### config.mk
export PLATFORM = sky130hd
export DESIGN_NAME = ooo_issue_top
export DESIGN_NICKNAME = d
export VERILOG_FILES = /design/src/hdl/ooo_pkg.sv /design/src/hdl/alu_unit.sv /design/src/hdl/issue_select.sv /design/src/hdl/ooo_issue_top.sv /design/src/hdl/reservation_station.sv /design/src/hdl/rs_alloc.sv
export SDC_FILE = /design/constraint.sdc
export NUM_CORES = 2
export LEC_CHECK = 0
export BUFFER_PORTS_ARGS = -buffer_cell sky130_fd_sc_hd__buf_2
export CORE_ASPECT_RATIO = 1.25
export CORE_MARGIN = 3
export CORE_UTILIZATION = 40
export CTS_CLUSTER_SIZE = 12
export DETAILED_ROUTE_END_ITERATION = 10
export HOLD_SLACK_MARGIN = 0.15
export PLACE_DENSITY_LB_ADDON = 0.12
export SLEW_MARGIN = 5
export SYNTH_ARGS = -nofsm -noshare
export SYNTH_HDL_FRONTEND = slang
export SYNTH_SLANG_ARGS = --single-unit
### constraint.sdc
create_clock -name clk -period 8.5 [get_ports clk]
set_clock_uncertainty 0.05 [all_clocks]
set_input_delay 0.425 -clock clk [delete_from_list [all_inputs] [get_ports clk]]
set_output_delay 0.425 -clock clk [all_outputs]
set_load 0.01 [all_outputs]
### src/hdl/ooo_pkg.sv
package ooo_pkg;

  // struct widths; module DATA_W / TAG_W must equal these
  localparam int data_w_c = 32;
  localparam int tag_w_c  = 6;

  typedef enum logic [2:0] {
    op_add = 3'd0,
    op_sub = 3'd1,
    op_and = 3'd2,
    op_or  = 3'd3,
    op_xor = 3'd4,
    op_sll = 3'd5,  // shamt is src2[4:0]
    op_srl = 3'd6,
    op_slt = 3'd7   // signed, gives 1 or 0
  } alu_op_t;

  // executed part of a micro-op
  typedef struct packed {
    alu_op_t             op;
    logic [tag_w_c-1:0]  dst_tag;
  } uop_t;

  typedef struct packed {
    uop_t                uop;
    logic [data_w_c-1:0] v1;  // operand value
    logic [tag_w_c-1:0]  q1;  // awaited tag
    logic                r1;  // v1 already valid
    logic [data_w_c-1:0] v2;
    logic [tag_w_c-1:0]  q2;
    logic                r2;
  } dispatch_t;

  // one lane of the result bus
  typedef struct packed {
    logic                valid;
    logic [tag_w_c-1:0]  tag;
    logic [data_w_c-1:0] value;
  } cdb_t;

  typedef struct packed {
    uop_t                uop;
    logic [data_w_c-1:0] v1;
    logic [data_w_c-1:0] v2;
  } issue_t;

endpackage

### src/hdl/alu_unit.sv
`timescale 1ns/1ps

module alu_unit import ooo_pkg::*; #(
  parameter int TAG_W  = 6,
  parameter int DATA_W = 32
) (
  input  logic   clk,
  input  logic   rst_n,
  input  logic   go,
  input  issue_t issue,
  input  logic   result_ready,
  output logic   can_accept,
  output logic   res_valid,
  output cdb_t   res,
  output cdb_t   cdb
);

  logic              full_q;
  logic [TAG_W-1:0]  tag_q;
  logic [DATA_W-1:0] value_q;
  logic [DATA_W-1:0] a;
  logic [DATA_W-1:0] b;
  logic [DATA_W-1:0] alu_out;

  assign a = issue.v1;
  assign b = issue.v2;

  always_comb begin
    case (issue.uop.op)
      op_add:  alu_out = a + b;
      op_sub:  alu_out = a - b;
      op_and:  alu_out = a & b;
      op_or:   alu_out = a | b;
      op_xor:  alu_out = a ^ b;
      op_sll:  alu_out = a << b[4:0];
      op_srl:  alu_out = a >> b[4:0];
      op_slt:  alu_out = {{(DATA_W - 1){1'b0}}, $signed(a) < $signed(b)};
      default: alu_out = '0;
    endcase
  end

  // free slot, or current result leaves this cycle
  assign can_accept = !full_q || result_ready;

  always_ff @(posedge clk or negedge rst_n) begin
    if (!rst_n) begin
      full_q <= 1'b0;
    end else if (go) begin
      full_q <= 1'b1;
    end else if (result_ready) begin
      full_q <= 1'b0;
    end
  end

  always_ff @(posedge clk) begin
    if (go) begin
      tag_q   <= issue.uop.dst_tag;
      value_q <= alu_out;
    end
  end

  assign res_valid = full_q;
  assign res       = '{valid: full_q, tag: tag_q, value: value_q};
  // consumed == broadcast
  assign cdb       = '{valid: full_q && result_ready, tag: tag_q, value: value_q};

  // selector must respect the lane's backpressure
  a_go_accept : assert property (
    @(posedge clk) disable iff (!rst_n)
    go |-> can_accept
  ) else $error("go while lane cannot accept");

  // a held result stays put until taken
  a_hold : assert property (
    @(posedge clk) disable iff (!rst_n)
    full_q && !result_ready |=> full_q && $stable(tag_q) && $stable(value_q)
  ) else $error("stalled result changed");

endmodule

### src/hdl/issue_select.sv
`timescale 1ns/1ps

module issue_select #(
  parameter int RS_DEPTH = 8
) (
  input  logic [RS_DEPTH-1:0]         ready_mask,
  input  logic                        can_accept_0,
  input  logic                        can_accept_1,
  output logic [$clog2(RS_DEPTH)-1:0] sel_idx_0,
  output logic [$clog2(RS_DEPTH)-1:0] sel_idx_1,
  output logic [RS_DEPTH-1:0]         issue_grant,
  output logic                        lane_go_0,
  output logic                        lane_go_1
);

  localparam int idx_w = $clog2(RS_DEPTH);

  logic             first_found;
  logic             second_found;
  logic [idx_w-1:0] first_idx;
  logic [idx_w-1:0] second_idx;

  // first and second set bits, lowest index first
  always_comb begin
    first_found  = 1'b0;
    second_found = 1'b0;
    first_idx    = '0;
    second_idx   = '0;
    for (int i = 0; i < RS_DEPTH; i++) begin
      if (ready_mask[i]) begin
        if (!first_found) begin
          first_found = 1'b1;
          first_idx   = idx_w'(i);
        end else if (!second_found) begin
          second_found = 1'b1;
          second_idx   = idx_w'(i);
        end
      end
    end
  end

  assign sel_idx_0 = first_idx;
  assign lane_go_0 = can_accept_0 && first_found;

  // lane 1 moves up to the oldest pick when lane 0 is blocked
  assign sel_idx_1 = can_accept_0 ? second_idx : first_idx;
  assign lane_go_1 = can_accept_1 && (can_accept_0 ? second_found : first_found);

  always_comb begin
    issue_grant = '0;
    if (lane_go_0) issue_grant[sel_idx_0] = 1'b1;
    if (lane_go_1) issue_grant[sel_idx_1] = 1'b1;
  end

  always_comb begin
    a_distinct : assert final (!(lane_go_0 && lane_go_1 && sel_idx_0 == sel_idx_1))
      else $error("both lanes granted the same entry");
  end

endmodule

### src/hdl/ooo_issue_top.sv
`timescale 1ns/1ps

module ooo_issue_top import ooo_pkg::*; #(
  parameter int RS_DEPTH = 8,
  parameter int TAG_W    = 6,
  parameter int DATA_W   = 32
) (
  input  logic      clk,
  input  logic      rst_n,
  input  logic      disp_valid,
  input  dispatch_t disp,
  input  logic      result_ready,
  output logic      disp_ready,
  output logic      res_valid_0,
  output cdb_t      res_0,
  output logic      res_valid_1,
  output cdb_t      res_1
);

  localparam int idx_w = $clog2(RS_DEPTH);

  logic [RS_DEPTH-1:0] busy_vector;
  logic [RS_DEPTH-1:0] entry_wen;
  logic [RS_DEPTH-1:0] ready_mask;
  logic [RS_DEPTH-1:0] issue_grant;
  logic [idx_w-1:0]    sel_idx_0;
  logic [idx_w-1:0]    sel_idx_1;
  logic                lane_go_0;
  logic                lane_go_1;
  logic                can_accept_0;
  logic                can_accept_1;
  issue_t              issue_0;
  issue_t              issue_1;
  cdb_t                cdb [0:1];  // lane n from alu n

  rs_alloc #(
    .RS_DEPTH(RS_DEPTH)
  ) u_alloc (
    .clk        (clk),
    .rst_n      (rst_n),
    .disp_valid (disp_valid),
    .busy_vector(busy_vector),
    .disp_ready (disp_ready),
    .entry_wen  (entry_wen)
  );

  reservation_station #(
    .RS_DEPTH(RS_DEPTH),
    .TAG_W   (TAG_W),
    .DATA_W  (DATA_W)
  ) u_rs (
    .clk        (clk),
    .rst_n      (rst_n),
    .entry_wen  (entry_wen),
    .disp       (disp),
    .cdb        (cdb),
    .issue_grant(issue_grant),
    .sel_idx_0  (sel_idx_0),
    .sel_idx_1  (sel_idx_1),
    .busy_vector(busy_vector),
    .ready_mask (ready_mask),
    .issue_0    (issue_0),
    .issue_1    (issue_1)
  );

  issue_select #(
    .RS_DEPTH(RS_DEPTH)
  ) u_sel (
    .ready_mask  (ready_mask),
    .can_accept_0(can_accept_0),
    .can_accept_1(can_accept_1),
    .sel_idx_0   (sel_idx_0),
    .sel_idx_1   (sel_idx_1),
    .issue_grant (issue_grant),
    .lane_go_0   (lane_go_0),
    .lane_go_1   (lane_go_1)
  );

  alu_unit #(.TAG_W(TAG_W), .DATA_W(DATA_W)) alu0 (
    .clk(clk), .rst_n(rst_n), .go(lane_go_0), .issue(issue_0),
    .result_ready(result_ready), .can_accept(can_accept_0),
    .res_valid(res_valid_0), .res(res_0), .cdb(cdb[0])
  );

  alu_unit #(.TAG_W(TAG_W), .DATA_W(DATA_W)) alu1 (
    .clk(clk), .rst_n(rst_n), .go(lane_go_1), .issue(issue_1),
    .result_ready(result_ready), .can_accept(can_accept_1),
    .res_valid(res_valid_1), .res(res_1), .cdb(cdb[1])
  );

endmodule

### src/hdl/reservation_station.sv
`timescale 1ns/1ps

module reservation_station import ooo_pkg::*; #(
  parameter int RS_DEPTH = 8,
  parameter int TAG_W    = 6,
  parameter int DATA_W   = 32
) (
  input  logic                        clk,
  input  logic                        rst_n,
  input  logic [RS_DEPTH-1:0]         entry_wen,
  input  dispatch_t                   disp,
  input  cdb_t                        cdb [0:1],
  input  logic [RS_DEPTH-1:0]         issue_grant,
  input  logic [$clog2(RS_DEPTH)-1:0] sel_idx_0,
  input  logic [$clog2(RS_DEPTH)-1:0] sel_idx_1,
  output logic [RS_DEPTH-1:0]         busy_vector,
  output logic [RS_DEPTH-1:0]         ready_mask,
  output issue_t                      issue_0,
  output issue_t                      issue_1
);

  // struct fields are sized by the package constants
  if (TAG_W != tag_w_c || DATA_W != data_w_c) begin : g_width_check
    $error("TAG_W/DATA_W differ from ooo_pkg widths");
  end

  logic [RS_DEPTH-1:0] busy;

  uop_t              uop_arr [RS_DEPTH];
  logic [DATA_W-1:0] v1_arr  [RS_DEPTH];
  logic [TAG_W-1:0]  q1_arr  [RS_DEPTH];
  logic              r1_arr  [RS_DEPTH];
  logic [DATA_W-1:0] v2_arr  [RS_DEPTH];
  logic [TAG_W-1:0]  q2_arr  [RS_DEPTH];
  logic              r2_arr  [RS_DEPTH];

  // returns {ready, value} after looking at both bus lanes
  function automatic logic [DATA_W:0] snoop(input logic              r,
                                            input logic [DATA_W-1:0] v,
                                            input logic [TAG_W-1:0]  q);
    logic [DATA_W:0] rv;
    rv = {r, v};
    if (!r) begin
      for (int k = 0; k < 2; k++) begin
        if (cdb[k].valid && cdb[k].tag == q) begin
          rv = {1'b1, cdb[k].value};
        end
      end
    end
    return rv;
  endfunction

  always_ff @(posedge clk or negedge rst_n) begin
    if (!rst_n) begin
      busy <= '0;
    end else begin
      for (int i = 0; i < RS_DEPTH; i++) begin
        if (issue_grant[i]) begin
          busy[i] <= 1'b0;  // grant wins over write
        end else if (entry_wen[i]) begin
          busy[i] <= 1'b1;
        end
      end
    end
  end

  always_ff @(posedge clk) begin
    for (int i = 0; i < RS_DEPTH; i++) begin
      if (entry_wen[i]) begin
        uop_arr[i]             <= disp.uop;
        q1_arr[i]              <= disp.q1;
        q2_arr[i]              <= disp.q2;
        // catch a result broadcast on the write edge
        {r1_arr[i], v1_arr[i]} <= snoop(disp.r1, disp.v1, disp.q1);
        {r2_arr[i], v2_arr[i]} <= snoop(disp.r2, disp.v2, disp.q2);
      end else if (busy[i]) begin
        {r1_arr[i], v1_arr[i]} <= snoop(r1_arr[i], v1_arr[i], q1_arr[i]);
        {r2_arr[i], v2_arr[i]} <= snoop(r2_arr[i], v2_arr[i], q2_arr[i]);
      end
    end
  end

  always_comb begin
    for (int i = 0; i < RS_DEPTH; i++) begin
      ready_mask[i] = busy[i] && r1_arr[i] && r2_arr[i];
    end
  end

  assign busy_vector = busy;

  // read channels, one per ALU lane
  assign issue_0 = '{uop: uop_arr[sel_idx_0], v1: v1_arr[sel_idx_0], v2: v2_arr[sel_idx_0]};
  assign issue_1 = '{uop: uop_arr[sel_idx_1], v1: v1_arr[sel_idx_1], v2: v2_arr[sel_idx_1]};

  // selector may only grant entries with both operands in
  a_grant_ready : assert property (
    @(posedge clk) disable iff (!rst_n)
    (issue_grant & ~ready_mask) == '0
  ) else $error("granted an entry that was not ready");

endmodule

### src/hdl/rs_alloc.sv
`timescale 1ns/1ps

module rs_alloc #(
  parameter int RS_DEPTH = 8
) (
  input  logic                clk,
  input  logic                rst_n,
  input  logic                disp_valid,
  input  logic [RS_DEPTH-1:0] busy_vector,
  output logic                disp_ready,
  output logic [RS_DEPTH-1:0] entry_wen
);

  logic [RS_DEPTH-1:0] first_free;  // one-hot, lowest free slot
  logic                xfer;

  // priority encoder over ~busy, low index wins
  always_comb begin
    first_free = '0;
    for (int i = RS_DEPTH - 1; i >= 0; i--) begin
      if (!busy_vector[i]) begin
        first_free    = '0;
        first_free[i] = 1'b1;
      end
    end
  end

  assign disp_ready = ~&busy_vector;
  assign xfer       = disp_valid && disp_ready;
  assign entry_wen  = xfer ? first_free : '0;

  // write must land in a free slot, at most one per cycle
  a_wen_free : assert property (
    @(posedge clk) disable iff (!rst_n)
    $onehot0(entry_wen) && ((entry_wen & busy_vector) == '0)
  ) else $error("allocator wrote a busy entry or more than one entry");

  // dispatch must hold while stalled
  a_disp_hold : assert property (
    @(posedge clk) disable iff (!rst_n)
    disp_valid && !disp_ready |=> disp_valid
  ) else $error("dispatch valid dropped while stalled");

endmodule

Yosys cells after proc, flatten, opt, wreduce, memory -nomap -nowiden --
Memories as Yosys holds them, arrays and structs flattened. Cells that the tools add are included.
Word-level totals: input bits 91, memory bits (writable) 168, flip-flop bits (word level) 614, logic and storage cells 581, memories kept 3
Memories:
- u_rs.uop_arr | depth 8, bits a word 9, rd ports 2, clocked after memory_dff 0, write ports 1, RTL line reservation_station.sv:29 | uop_t uop_arr [RS_DEPTH];
- u_rs.q1_arr | depth 8, bits a word 6, rd ports 8, clocked after memory_dff 0, write ports 1, RTL line reservation_station.sv:31 | logic [TAG_W-1:0] q1_arr [RS_DEPTH];
- u_rs.q2_arr | depth 8, bits a word 6, rd ports 8, clocked after memory_dff 0, write ports 1, RTL line reservation_station.sv:34 | logic [TAG_W-1:0] q2_arr [RS_DEPTH];
Operators by class: reductions and logical operators 138, multiplexer cells 303, shifts and indexed selects 4, bitwise logic cells 9, equal/unequal tests 66, $add $sub $neg 4, $lt $le $gt $ge 8
Operators with widths (count):
- 33-bit 2-to-1 mux | 54
- 32-bit 2-to-1 mux | 40
- 32-bit case mux with 8 select lines | 2
- 32-bit binary-select mux with 3-bit select | 4
- 6-bit == test | 36
- 3-bit 2-to-1 mux | 54
- 1-bit 2-to-1 mux | 115
- 8-bit 2-to-1 mux | 11
- 6-bit 2-to-1 mux | 14
- 6-bit OR reduction | 14
- 32-bit adder | 2
- 32-bit AND | 2
- 32-bit < comparator | 2
- 32-bit OR | 2
- 32-bit by 5-bit << shifter with 32-bit output | 2
- 32-bit by 5-bit right shift with 32-bit output | 2
- 32-bit subtractor | 2
- 32-bit XOR | 2
- 9-bit 2-to-1 mux | 7
- 9-bit OR reduction | 7
- 1-bit logical AND | 59
- 3-bit AND reduction | 16
- 3-bit nonzero test | 16
- 2-bit nonzero test | 18
- other kinds (14) | 49

Logic depth before layout (Yosys ltp) --
depth after elaboration 31, gate-level depth with buffers 33

Cells and area by module --
From an unflattened synthesis, not the netlist that was laid out.
Unflattened totals: cells, all modules 6633, area total of the unflattened synthesis 67661.1 um2
Modules (own cells, without submodules):
- reservation_station | cells each 3941, seq. area each 21100.2 um2, times used 1, area an instance 47301.6 um2
- alu_unit (alu0) | cells each 1287, seq. area each 1166.1 um2, times used 1, area an instance 9789.4 um2
- alu_unit (alu1) | cells each 1281, seq. area each 1166.1 um2, times used 1, area an instance 9748.1 um2
- issue_select | cells each 108, seq. area each 0.0 um2, times used 1, area an instance 735.7 um2
- rs_alloc | cells each 16, seq. area each 0.0 um2, times used 1, area an instance 86.3 um2

Least setup slack after synthesis --
OpenSTA, ideal clock, no wires.
path kind register -> register, start point register u_rs.busy[1], in the netlist u_rs.busy_vector[1], end point register alu1.value_q[31] (data pin), data required time 8173 ps, setup slack 1627 ps, library setup time 277 ps, arrival 6546 ps, clock period less this slack 6873 ps, cell stages (with the launch flop) 33, path through dfrtp_1 > buf_4 > nand3_4 > ha_1 > inv_1 > buf_1 > o22ai_1 > o2bb2ai_1 > a32o_1 > buf_4 > nor2_2 > buf_4 > mux2_4 > a2111oi_4 > buf_2 > buf_2 > buf_2 > ha_1 > clkbuf_1 > nor2_1 > a21oi_1 > a31oi_1 > a41o_1 > a221o_1 > a41o_1 > o41a_1 > a211oi_1 > nor3_1 > a21oi_1 > o21bai_1 > a21oi_1 > mux2i_1 > o211ai_1
Between the ends: longest elaborated chain between the ends 28, elaborated cells between the ends (all ways) 76
RTL lines:
- start: declaration | RTL line reservation_station.sv:27 | logic [RS_DEPTH-1:0] busy;
- start signal: assignment | RTL line reservation_station.sv:55 | busy <= '0;
- start signal: indexed assignment | RTL line reservation_station.sv:59 | busy[i] <= 1'b0;
- start signal: indexed assignment | RTL line reservation_station.sv:61 | busy[i] <= 1'b1;
- 1-bit logical AND * (2 in series) | RTL line reservation_station.sv:85 | ready_mask[i] = busy[i] && r1_arr[i] && r2_arr[i];
- 3-bit 2-to-1 mux / 1-bit 2-to-1 mux (equally long branches) | RTL line issue_select.sv:30 | if (ready_mask[i]) begin
- 3-bit 2-to-1 mux | RTL line issue_select.sv:34 | end else if (!second_found) begin
- 3-bit 2-to-1 mux | RTL line issue_select.sv:31 | if (!first_found) begin
- 3-bit 2-to-1 mux | RTL line issue_select.sv:30
- 3-bit 2-to-1 mux | RTL line issue_select.sv:34
- 3-bit 2-to-1 mux | RTL line issue_select.sv:31
- 3-bit 2-to-1 mux | RTL line issue_select.sv:30
- [11 not listed]
- 3-bit 2-to-1 mux | RTL line issue_select.sv:30
- 3-bit 2-to-1 mux * | RTL line issue_select.sv:46 | assign sel_idx_1 = can_accept_0 ? second_idx : first_idx;
- 3-bit inverter with 4-bit output (not written as such) | RTL line reservation_station.sv:93 | assign issue_1 = '{uop: uop_arr[sel_idx_1], v1: v1_arr[sel_idx_1], v2: v2_arr[sel_idx_1]};
- 32-bit binary-select mux with 3-bit select | RTL line reservation_station.sv:93
- 32-bit 2-to-1 mux (not written as such) (2 in series) | RTL line reservation_station.sv:93
- 32-bit subtractor (tied with other cells) | RTL line alu_unit.sv:31 | op_sub: alu_out = a - b;
- 32-bit case mux with 8 select lines * | RTL line alu_unit.sv:29 | case (issue.uop.op)
- via alu1.alu_out[31] | RTL line alu_unit.sv:23 | logic [DATA_W-1:0] alu_out;
- end signal: assignment | RTL line alu_unit.sv:58 | value_q <= alu_out;
- end: declaration | RTL line alu_unit.sv:20 | logic [DATA_W-1:0] value_q;
Mark *: on every way through the listed nets, which the timed path passes. The rest lies on a longest branch. The select of a mux whose other input is x is not followed. A chain may end at the register's enable or synchronous reset.

Final worst setup path --
start point register u_rs.busy[1], in the netlist u_rs.busy_vector[1], end point register alu1.value_q[29] (data pin)
The elaborated chain is that of the path after synthesis.

==> results.json <==
{
  "status": "finished clean",
  "hold_depth": 4,
  "grt_pass1_vias": 64400,
  "cts_root_buffer": "clkbuf_16",
  "ys.flop_type": "edfxtp_1",
  "synth_seq_cells": 782,
  "max-cap-violations": 0,
  "viasPerCell": 6.99,
  "firstDrtPassIters": 7,
  "slowest_delay_ps": 760,
  "cts_tree": "yes",
  "clk_latency_ps": 770,
  "final_util": 0.448,
  "fin_crit_sh": 0.952,
  "clockBufferDepth": 3,
  "ys_types": 120,
  "fp.dieW_um": 369,
  "setup-tns-final_ps": 0,
  "antenna_found_initial": 22,
  "relSlewSlack": 0.139,
  "hold_violations": 0,
  "nFillCells": 15900,
  "syn_area_um2": 66000,
  "seq_area_frac_synth": 0.355,
  "h-tree-depth": 3,
  "path_max_fanout": 45,
  "portBuffers": 171,
  "r2r_start": "u_rs.busy_vector[1]",
  "gp_congestion": 1.02,
  "coreArea_um2": 164000,
  "grt_pass1_wl_um": 512000,
  "numClockSinks": 782,
  "synth.avg_cell_area_um2": 8.82,
  "ant_nets": 0,
  "drt_iter0_drc": 9440,
  "start_kind": "flip-flop",
  "cts.reportedPaths.clkPinSlew_ps": 60,
  "tightest_slew_ps": 1280,
  "wire_per_inst_um": 38.9,
  "setup_viol": 0,
  "drive_gt1_frac": 0.125,
  "crit_type": "flip-flop to flip-flop",
  "layout.nets": 7685,
  "grt_use_total": 0.425,
  "rr_worst_depth": 27,
  "hpwl_um": 254000,
  "syn_nets": 7779,
  "synth_edf_count": 772,
  "slew_viol_final": 0,
  "hold_class": "input port to flip-flop",
  "r2r_end": "alu1.value_q[29]",
  "async_flop_share": 0.0128,
  "wl_um": 376000,
  "area_growth_syn_to_layout_pct": 11.2,
  "fin_crit_ps": 8090,
  "row_count": 166,
  "die_area_um2": 170000,
  "end_kind": "flip-flop",
  "min-delay-start": "disp[17]",
  "die_h_um": 460,
  "cp_data_arrival_time_ps": 8530,
  "io_pins": 172,
  "post_cts_buffers": 0,
  "fmax_mhz": 124,
  "cp_slowest_cell": "a211oi_1",
  "synth_cells": 7488,
  "grt.overflow.total": 0,
  "timing.reg2reg.setup_slack_ps": 410,
  "grt_max_degree": 89,
  "synth_warnings": 0,
  "holdPathEnd": "u_rs.v2_arr[106]",
  "cts_made_buffers": 96,
  "initial_core_util": 0.403,
  "drc": 0,
  "cp.required_ps": 8950,
  "vias": 67500
}
[logic make-up after synthesis]
logic type	after synthesis	share of synthesized area
and+or+nand+nor	2279	0.155
AOI/OAI and AO/OA	2269	0.247
buffers and inverters	984	0.0616
DFF	782	0.355
muxes	707	0.108
xor gates and xnor gates	266	0.0353
adders and majority gates	201	0.0385
[registers in the layout (all words and copies together), names as in the netlist]
| name | cells |
|---|---|
| alu0.res_valid | 1 |
| alu0.tag_q | 6 |
| alu0.value_q | 32 |
| alu1.res_valid | 1 |
| alu1.tag_q | 6 |
| alu1.value_q | 32 |
| u_rs.busy_vector | 8 |
| u_rs.q1_arr | 48 |
| u_rs.q2_arr | 48 |
| u_rs.r1_arr | 8 |
| u_rs.r2_arr | 8 |
| u_rs.uop_arr | 72 |
| u_rs.v1_arr | 256 |
| u_rs.v2_arr | 256 |
[cell usage in the layout, fill, tap and decap left out, types with 139 or more instances in the layout]
master	synthesis	layout
nand2_1	1243	1242
edfxtp_1	772	772
mux2i_1	681	674
o31ai_1	500	500
a21oi_1	397	392
buf_4	35	390
nor2_1	373	363
o21ai_0	269	266
ha_1	196	195
inv_1	182	180
buf_2	114	171
o22a_1	153	153
o22ai_1	148	148
xnor2_1	139	139
[metal layers]
metal / vias up / track usage / part of all wire
li1: 27900 / - / -
met1: 33300 / 0.506 / 0.36
met2: 4957 / 0.668 / 0.44
met3: 1387 / 0.0908 / 0.10
met4: 4 / 0.331 / 0.094
met5: - / 0 / 0.000082
[final cells by class]
class / instances / area, um2 / area share
antenna: 11 / 27.5 / 0.000375
multi-input combinational: 5722 / 39200 / 0.533
tap: 2184 / 2730 / 0.0372
clock inverter: 60 / 707 / 0.00962
clock buffer: 114 / 2490 / 0.0339
inverter: 200 / 762 / 0.0104
timing repair buffer: 592 / 4150 / 0.0565
sequential: 782 / 23400 / 0.319
[cell usage after synthesis (29+ instances only)]
cell / number / area share
xor2_1: 127 / 0.017
clkbuf_1: 487 / 0.028
nand3_1: 111 / 0.0084
inv_1: 182 / 0.010
buf_2: 114 / 0.0086
nand4_1: 50 / 0.0047
nor2_1: 373 / 0.021
mux2i_1: 681 / 0.10
edfxtp_1: 772 / 0.35
o22a_1: 153 / 0.020
xnor2_1: 139 / 0.018
o211ai_1: 64 / 0.0073
a211oi_1: 88 / 0.010
nand2b_1: 39 / 0.0037
or3_1: 42 / 0.0040
buf_1: 135 / 0.0077
buf_4: 35 / 0.0040
a21oi_1: 397 / 0.030
o32a_1: 49 / 0.0074
nor4_1: 46 / 0.0044
o21bai_1: 32 / 0.0036
or4_1: 36 / 0.0041
nand2_1: 1243 / 0.071
o221ai_1: 35 / 0.0046
a32o_1: 29 / 0.0044
a221oi_1: 30 / 0.0040
o22ai_1: 148 / 0.014
o21ai_0: 269 / 0.020
ha_1: 196 / 0.037
a22oi_1: 74 / 0.0084
nor3_1: 103 / 0.0078
and3_1: 97 / 0.0092
or2_2: 30 / 0.0028
o31ai_1: 500 / 0.057
[critical path: cells and delay by family (launching register included)]
family / cells / cell delay (ps)
AO/OA/AOI/OAI: 10 / 3380
adder cells (fa/ha/maj): 2 / 470
buffers and inverters: 4 / 940
flip-flops: 1 / 540
AND/OR/NAND/NOR: 11 / 2350
[what timing repair did]
action	CTS	global route
setup endpoints to repair	0	6
gates resized for setup	0	5
endpoints found under the hold margin	182	0
hold buffers	25	0
[per-stage QoR]
step | hold slack [ps] | instances | instance area, um2 | worst slack (ps)
2_1_floorplan | 79.4 | 7488 | 66000 | 1630
3_3_place_gp | 289 | 9455 | 70000 | 171
3_5_place_dp | 284 | 9455 | 70000 | 199
4_1_cts | 205 | 9654 | 73400 | 165
5_1_grt | 273 | 9654 | 73400 | -1.43
6_report | 243 | 9665 | 73500 | 412
[how the worst max path moves through the flow]
stage / startpoint / to / cells past startpoint
after floorplan: u_rs.busy_vector[1] / alu1.value_q[31] / 32
after global placement: u_rs.busy_vector[1] / alu1.value_q[30] / 27
after detailed placement: u_rs.busy_vector[1] / alu1.value_q[30] / 27
after CTS: u_rs.busy_vector[1] / alu1.value_q[30] / 27
after global routing: u_rs.busy_vector[1] / alu1.value_q[30] / 26
final: u_rs.busy_vector[1] / alu1.value_q[29] / 27
Power is left out: the tool's default activity adds up to more than one toggle a clock period on the data nets, which glitch-free logic cannot reach.
